[config.mk]
export PLATFORM = sky130hd
export DESIGN_NAME = mem_arbiter
export DESIGN_NICKNAME = d
export VERILOG_FILES = /design/src/logic/cache_pkg.sv /design/src/logic/mem_pkg.sv /design/src/logic/mem_arbiter.sv
export SDC_FILE = /design/constraint.sdc
export NUM_CORES = 1
export LEC_CHECK = 0
export ABC_AREA = 0
export BUFFER_PORTS_ARGS = -buffer_cell sky130_fd_sc_hd__buf_2
export CORE_AREA = 3 3 340 342
export DETAILED_ROUTE_END_ITERATION = 7
export DIE_AREA = 0 0 343 345
export PLACE_DENSITY = 0.3
export SLEW_MARGIN = 20
export SYNTH_ARGS = -nofsm -noshare
export SYNTH_HDL_FRONTEND = slang
export SYNTH_SLANG_ARGS = --single-unit
[constraint.sdc]
create_clock -name clk -period 2.65 [get_ports clk]
set_input_delay 0.53 -clock clk [delete_from_list [all_inputs] [get_ports clk]]
set_output_delay 0.53 -clock clk [all_outputs]
set_load 0.05 [all_outputs]
[src/logic/cache_pkg.sv]
package cache_pkg;

    // CPU side of the caches
    typedef logic [31:0] addr_t;    // Byte address
    typedef logic [31:0] word_t;
    typedef logic [3:0]  strb_t;    // All zero means derive from size and offset

    // Fourth code behaves as a word
    typedef enum logic [1:0] {
        size_byte = 2'b00,
        size_half = 2'b01,
        size_word = 2'b10
    } size_t;

endpackage

[src/logic/mem_pkg.sv]
package mem_pkg;

    // Requester index at the arbiter
    typedef logic [0:0] req_id_t;

    typedef enum logic [1:0] {
        arb_idle       = 2'b00,
        arb_wait_data  = 2'b01,    // Read owner waits for its line
        arb_done_write = 2'b10
    } arb_state_t;

endpackage

[src/logic/mem_arbiter.sv]
`timescale 1ns/1ps

module mem_arbiter import cache_pkg::*, mem_pkg::*; #(
    parameter int LINE_BYTES = 16
) (
    input  logic                    clk,
    input  logic                    rstn,

    input  logic                    req0,
    input  logic                    we0,
    input  addr_t                   addr0,
    input  logic [LINE_BYTES*8-1:0] wdata0,
    output logic                    gnt0,
    output logic                    rvalid0,
    output logic [LINE_BYTES*8-1:0] rdata0,

    input  logic                    req1,
    input  logic                    we1,
    input  addr_t                   addr1,
    input  logic [LINE_BYTES*8-1:0] wdata1,
    output logic                    gnt1,
    output logic                    rvalid1,
    output logic [LINE_BYTES*8-1:0] rdata1,

    output logic                    m_req,
    output logic                    m_we,
    output addr_t                   m_addr,
    output logic [LINE_BYTES*8-1:0] m_wdata,
    input  logic                    m_gnt,
    input  logic                    m_rvalid,
    input  logic [LINE_BYTES*8-1:0] m_rdata
);

    arb_state_t state;
    req_id_t    owner;
    req_id_t    last_served;
    req_id_t    pick;
    req_id_t    sel;

    always_comb begin
        if (req0 && req1)
            pick = ~last_served;     // Tie goes to the other one
        else if (req1)
            pick = 1'b1;
        else
            pick = 1'b0;
        sel = (state == arb_idle) ? pick : owner;
    end

    assign m_req   = (state == arb_idle) && (req0 || req1);
    assign m_we    = sel[0] ? we1    : we0;
    assign m_addr  = sel[0] ? addr1  : addr0;
    assign m_wdata = sel[0] ? wdata1 : wdata0;

    assign gnt0 = m_req && m_gnt && (pick == 1'b0);
    assign gnt1 = m_req && m_gnt && (pick == 1'b1);

    // Read data only reaches the owner
    assign rvalid0 = (state == arb_wait_data) && m_rvalid && (owner == 1'b0);
    assign rvalid1 = (state == arb_wait_data) && m_rvalid && (owner == 1'b1);
    assign rdata0  = (owner == 1'b0) ? m_rdata : '0;
    assign rdata1  = (owner == 1'b1) ? m_rdata : '0;

    always_ff @(posedge clk or negedge rstn) begin
        if (!rstn) begin
            state       <= arb_idle;
            owner       <= 1'b0;
            last_served <= 1'b1;     // Port 0 wins the first tie
        end else begin
            case (state)
                arb_idle: begin
                    if (m_req && m_gnt) begin
                        owner <= pick;
                        state <= m_we ? arb_done_write : arb_wait_data;
                    end
                end
                arb_wait_data: begin
                    if (m_rvalid) begin
                        last_served <= owner;
                        state       <= arb_idle;
                    end
                end
                arb_done_write: begin
                    last_served <= owner;    // Owner raises its refill meanwhile
                    state       <= arb_idle;
                end
                default: state <= arb_idle;
            endcase
        end
    end

endmodule

== Word-level counts from Yosys, hierarchy flattened ==
Cells that the tools add are included.

* Equal/unequal tests: 4
* Mux-type cells: 14
* Bitwise operators: 3
* Reductions and logical operators: 14

{| class="wikitable"
|+ Operators with widths
! operator !! count
|-
| $mux W128 || 3
|-
| $mux W32 || 1
|-
| $logic_and A1 B1 Y1 || 8
|-
| $mux W2 || 3
|-
| $reduce_and A2 Y1 || 3
|-
| $mux W1 || 5
|-
| $pmux W2 S2 || 1
|-
| $not A1 Y1 || 3
|-
| $eq A2 B1 Y1 const B || 1
|-
| $eq A2 B2 Y1 const B || 1
|-
| $logic_not A2 Y1 || 1
|-
| $ne A2 B1 Y1 const B || 1
|-
| $ne A2 B2 Y1 const B || 1
|-
| $pmux W1 S2 || 1
|-
| $reduce_bool A2 Y1 || 1
|-
| $logic_or A1 B1 Y1 || 1
|}

* Flip-flop bits (word level): 4
* Input bits: 456
* Word-level logic and storage cells: 38

== Depth between registers and ports, before layout ==
* Depth in word-level cells: 7
* Depth in mapped cells: 5

== Least setup slack after synthesis ==
Ideal clock, no wire load.

* Kind: register to output
* Start: reg owner
* End: out rvalid0
* Arrival time: 2,067 ps
* Slack: 53 ps
* Cell stages (with the launch flop): 5
* Cell sequence: dfrtp_1 clkbuf_1 clkbuf_1 clkbuf_1 nor3b_1

* Longest elaborated chain between the ends: 2

{| class="wikitable"
|+ RTL lines
! element !! RTL line !! RTL
|-
| start: declaration || mem_arbiter.sv:35 || <nowiki>req_id_t owner;</nowiki>
|-
| start signal: assignment || mem_arbiter.sv:73 || <nowiki>owner <= pick;</nowiki>
|-
| $not A1 Y1 || n/a ||
|-
| $logic_and A1 B1 Y1 || mem_arbiter.sv:59 || <nowiki>assign rvalid0 = (state == arb_wait_data) && m_rvalid && (owner == 1'b0);</nowiki>
|-
| end: declaration || mem_arbiter.sv:14 || <nowiki>output logic rvalid0,</nowiki>
|}

Every way passes these cells.

== Final worst setup path ==
* Start: reg last_served
* End: out m_wdata[70]

* Longest elaborated chain between the ends: 4

{| class="wikitable"
|+ RTL lines
! element !! RTL line !! RTL
|-
| start: declaration || mem_arbiter.sv:36 || <nowiki>req_id_t last_served;</nowiki>
|-
| start signal: assignment || mem_arbiter.sv:79 || <nowiki>last_served <= owner;</nowiki>
|-
| start signal: assignment || mem_arbiter.sv:84 || <nowiki>last_served <= owner;</nowiki>
|-
| $not A1 Y1 || mem_arbiter.sv:42 || <nowiki>pick = ~last_served;</nowiki>
|-
| $mux W1 || mem_arbiter.sv:41 || <nowiki>if (req0 && req1)</nowiki>
|-
| $mux W1 || mem_arbiter.sv:47 || <nowiki>sel = (state == arb_idle) ? pick : owner;</nowiki>
|-
| $mux W128 || mem_arbiter.sv:53 || <nowiki>assign m_wdata = sel[0] ? wdata1 : wdata0;</nowiki>
|-
| end: declaration || mem_arbiter.sv:28 || <nowiki>output logic [LINE_BYTES*8-1:0] m_wdata,</nowiki>
|}

Every way passes these cells.

==> metrics.md <==
| Metric | Value |
|---|---|
| Ports | `878` |
| Hold violation count in the final report | `0` |
| Final cell utilization of the core | `0.0980` |
| Cell Rows | `123` |
| Max Root-Sink Buffers | `2` |
| Final count of negative-setup-slack endpoints | `76` |
| Die Width | `343 um` |
| Power density normalized to cell area | `1230 nW/um^2` |
| Share of the synthesized area in the top cell type | `0.280` |
| Unrepaired setup endpoints after global routing | `yes` |
| Final Max Tran Viols | `0` |
| Area growth from synthesis to final layout | `161%` |
| Worst-case reg-to-reg path depth | `5` |
| Per-cell routed wire length | `18.9 um` |
| Cells taking the most area after synthesis | `sky130_fd_sc_hd__mux2_4, sky130_fd_sc_hd__mux2_2, sky130_fd_sc_hd__and2_1, sky130_fd_sc_hd__nor2b_1, sky130_fd_sc_hd__clkbuf_1` |
| Vertical die dimension | `345 um` |
| Sequential fraction of the synthesis area | `0.0239` |
| Number of antenna violations at the first check in global routing | `85` |
| Mean number of vias per cell | `2.53` |
| Library cell occupying the most area in the post-synthesis netlist | `sky130_fd_sc_hd__mux2_4` |
| TritonCTS buffer count | `3` |
| Clock latency reported for the late side of the worst-skew pair | `0.22 ns` |
| CTS root buffer | `sky130_fd_sc_hd__clkbuf_16` |
| Simple-Gate Fraction of Synth Area | `0.398` |
| VDD IR-drop max | `0.000535 V` |
| Overall overflow remaining after global route | `0` |
| Synth cell count leaders | `sky130_fd_sc_hd__and2_1, sky130_fd_sc_hd__nor2b_1, sky130_fd_sc_hd__mux2_2, sky130_fd_sc_hd__mux2_4, sky130_fd_sc_hd__clkbuf_1` |
| Starting density of the core | `0.0376` |
| Outcome | `finished with violations` |
| Area after detailed placement | `10700 um^2` |
| Routed via count | `7272` |
| Fraction of registers with async set or reset after synthesis | `1.00` |
| Post-cts hold buffer count | `0` |
| Pleak | `5.78 nW` |
| Flop-to-flop setup slack | `1.23 ns` |
| Number of cells produced by synthesis | `489` |
| Fraction of final layout cells with drive strength greater than 1 | `0.798` |
| Deepest level of the CTS H-tree | `1` |
| Worst path slowest cell | `sky130_fd_sc_hd__dfstp_2` |
| First-pass iteration count of the detailed router | `4` |
| Worst Path Max Fanout | `21` |
| Final wirelength | `54.3 mm` |
| Detailed-route wire length on metal 1 | `18.7 mm` |
| Cells traversed along the worst timing path | `a21boi_2 > buf_4 > mux2i_4 > buf_12 > buf_6 > mux2_4 > buf_2` |
| Global routing usage summed across all routing layers | `0.0837` |
| Delay of the slowest cell on the worst path | `0.53 ns` |
| Share of cell area taken by muxes after synthesis | `0.511` |
| Arr. time, crit path | `2.18 ns` |
| Cell area after technology mapping | `4240 um^2` |
| Worst path required time | `2.12 ns` |
| CTS tree | `built` |
| Category of the most critical setup path | `flip-flop to primary output` |
| 1st-iter DRT viols | `289` |
| Per-instance average area after synthesis | `8.66 um^2` |
| Post-route cell area | `11000 um^2` |
| Met3 WL post-DR | `4.51 mm` |
| Nets | `1811` |
| Nets in the synthesized netlist | `945` |
| Final Wtd Congestion | `0.828` |
| Count of buffer and inverter cells on the critical path | `4` |
| Maximum operating frequency | `370 MHz` |
| Total power consumption of the routed design | `13.6 mW` |
| Worst-margin pin slew | `0.389 ns` |
| Complex-gate fraction of the synthesized area | `0.00709` |
| Startpoint kind of the worst setup timing path | `flip-flop` |
| Clock sink count | `4` |
| Wire length of the first global-routing pass | `66.6 mm` |
| Number of synthesized register bits | `4` |
| Combinational family with the most area after synthesis | `multiplexers` |
| Most used DFF post-synth | `sky130_fd_sc_hd__dfrtp_1` |
| Tmin final | `2.71 ns` |
| Clock Pin Slew Worst Setup and Hold Paths | `0.03 ns` |
| Number of enable-type register cells in the synthesized netlist | `0` |
| Adder-cell area share of the yosys netlist | `0` |
| Hold slack | `0.110 ns` |
| Hold Crit Class | `primary input to async pin` |
| Pin count of the biggest net entering global routing | `74` |
| Worst slack at placement | `-0.102 ns` |
| Sum of net half-perimeters after detailed placement | `51.4 mm` |
| Area enclosed by the die boundary | `118000 um^2` |
| Drc violations | `0` |
| Reg-to-Reg Start | `last_served` |
| Family with the most delay on the worst path | `buffers and inverters` |
| Final clock period utilization by the worst path | `1.02` |
| Post-CTS Setup Repair Bufs | `0` |
| Worst slew slack as a fraction of its limit | `0.741` |
| Synthesis Warnings | `0` |
| Number of distinct standard cells referenced by the synthesized netlist | `25` |
| Remaining antenna violation count | `0` |
| Most repeated cell in the gate-level netlist after synthesis | `sky130_fd_sc_hd__and2_1` |
| Area share of xor/xnor cells in the synthesized design | `0` |
| Top Metal Used | `met5` |
| Number of cells on the critical path | `7` |
| Setup Skew | `0.00406 ns` |
| Nature of the critical path endpoint | `primary output` |
| Core Box Area | `113000 um^2` |
| Number of I/O port buffers | `877` |
| Detailed route wirelength on metal2 | `30.2 mm` |
| Endpoint of the most critical register-to-register path | `state[1]` |
| Final critical-path setup slack | `-0.0556 ns` |
| Number of global-route vias before repair | `7159` |
| Failing checks | `negative setup slack` |
| Maxcap violations | `0` |
-- sequential cells by signal, summed over array words and instances (netlist names) --
register,count
state,2
last_served,1
owner,1
-- per-layer routing --
metal | GRT usage | vias up
met2 | 0.176 | 624
li1 | - | 3371
met1 | 0.0847 | 3163
met3 | 0.0202 | 112
met4 | 0.00455 | 2
met5 | 0 | -
-- placed cells by master, fill, tap and decap left out, drive strengths merged, types with 2 or more instances in the layout --
| master | netlist | final |
|---|---|---|
| mux2 | 163 | 163 |
| buf | 17 | 906 |
| clkbuf | 29 | 5 |
| nor2 | 3 | 3 |
| and2 | 129 | 129 |
| nor2b | 128 | 128 |
| nand4 | 2 | 2 |
| and3 | 2 | 2 |
| dfrtp | 3 | 3 |
| mux2i | 2 | 2 |
| diode | 0 | 17 |
-- worst max path at each step --
stage | to | from | slack, ns
global placement | m_addr[29] | req1 | -0.10
floorplan | rvalid0 | owner | 0.05
finish | m_wdata[70] | last_served | -0.06
detailed placement | m_wdata[70] | req1 | -0.10
CTS | m_wdata[50] | last_served | -0.12
global route | m_wdata[2] | last_served | -0.10
-- cells by family after synthesis --
| kind of cell | Yosys count |
|---|---|
| mux | 165 |
| simple gates | 269 |
| buf+inv | 47 |
| compound gates | 4 |
| flops | 4 |
-- power breakdown --
group	switching, mW	internal (mW)
Clock	0.0437	0.199
Combinational	9.45	3.73
Sequential	0.0420	0.0966
-- cell type report --
| cell class | count | area (um^2) |
|---|---|---|
| Antenna cell | 17 | 42.5 |
| Clock buffer | 4 | 78.8 |
| Fill cell | 13300 | 102000 |
| Inverter | 1 | 3.75 |
| Multi-Input combinational cell | 438 | 3910 |
| Sequential cell | 4 | 106 |
| Tap cell | 1500 | 1880 |
| Timing Repair Buffer | 907 | 5030 |
-- repair_timing --
| item | CTS | global route |
|---|---|---|
| setup endpoints to repair | 158 | 159 |
| endpoints found under the hold margin | 0 | 0 |
| pin swaps | 0 | 1 |
| gates resized for setup | 63 | 17 |
-- worst reg2reg max path, stage by stage, from the launching register on --
cell and delay (ns):
sky130_fd_sc_hd__dfstp_2 0.53, sky130_fd_sc_hd__a21boi_2 0.05, sky130_fd_sc_hd__buf_4 0.14, sky130_fd_sc_hd__mux2i_4 0.16
sky130_fd_sc_hd__buf_12 0.22, sky130_fd_sc_hd__mux2i_1 0.23
-- stage by stage --
step	setup TNS (ns)	instances
2_1_floorplan	0	489
3_3_place_gp	-6.83	2850
3_5_place_dp	-5.42	2850
4_1_cts	-10.31	2854
5_1_grt	-8.74	2855
6_report	-1.43	2871
Power figures use the tool's default switching activity.
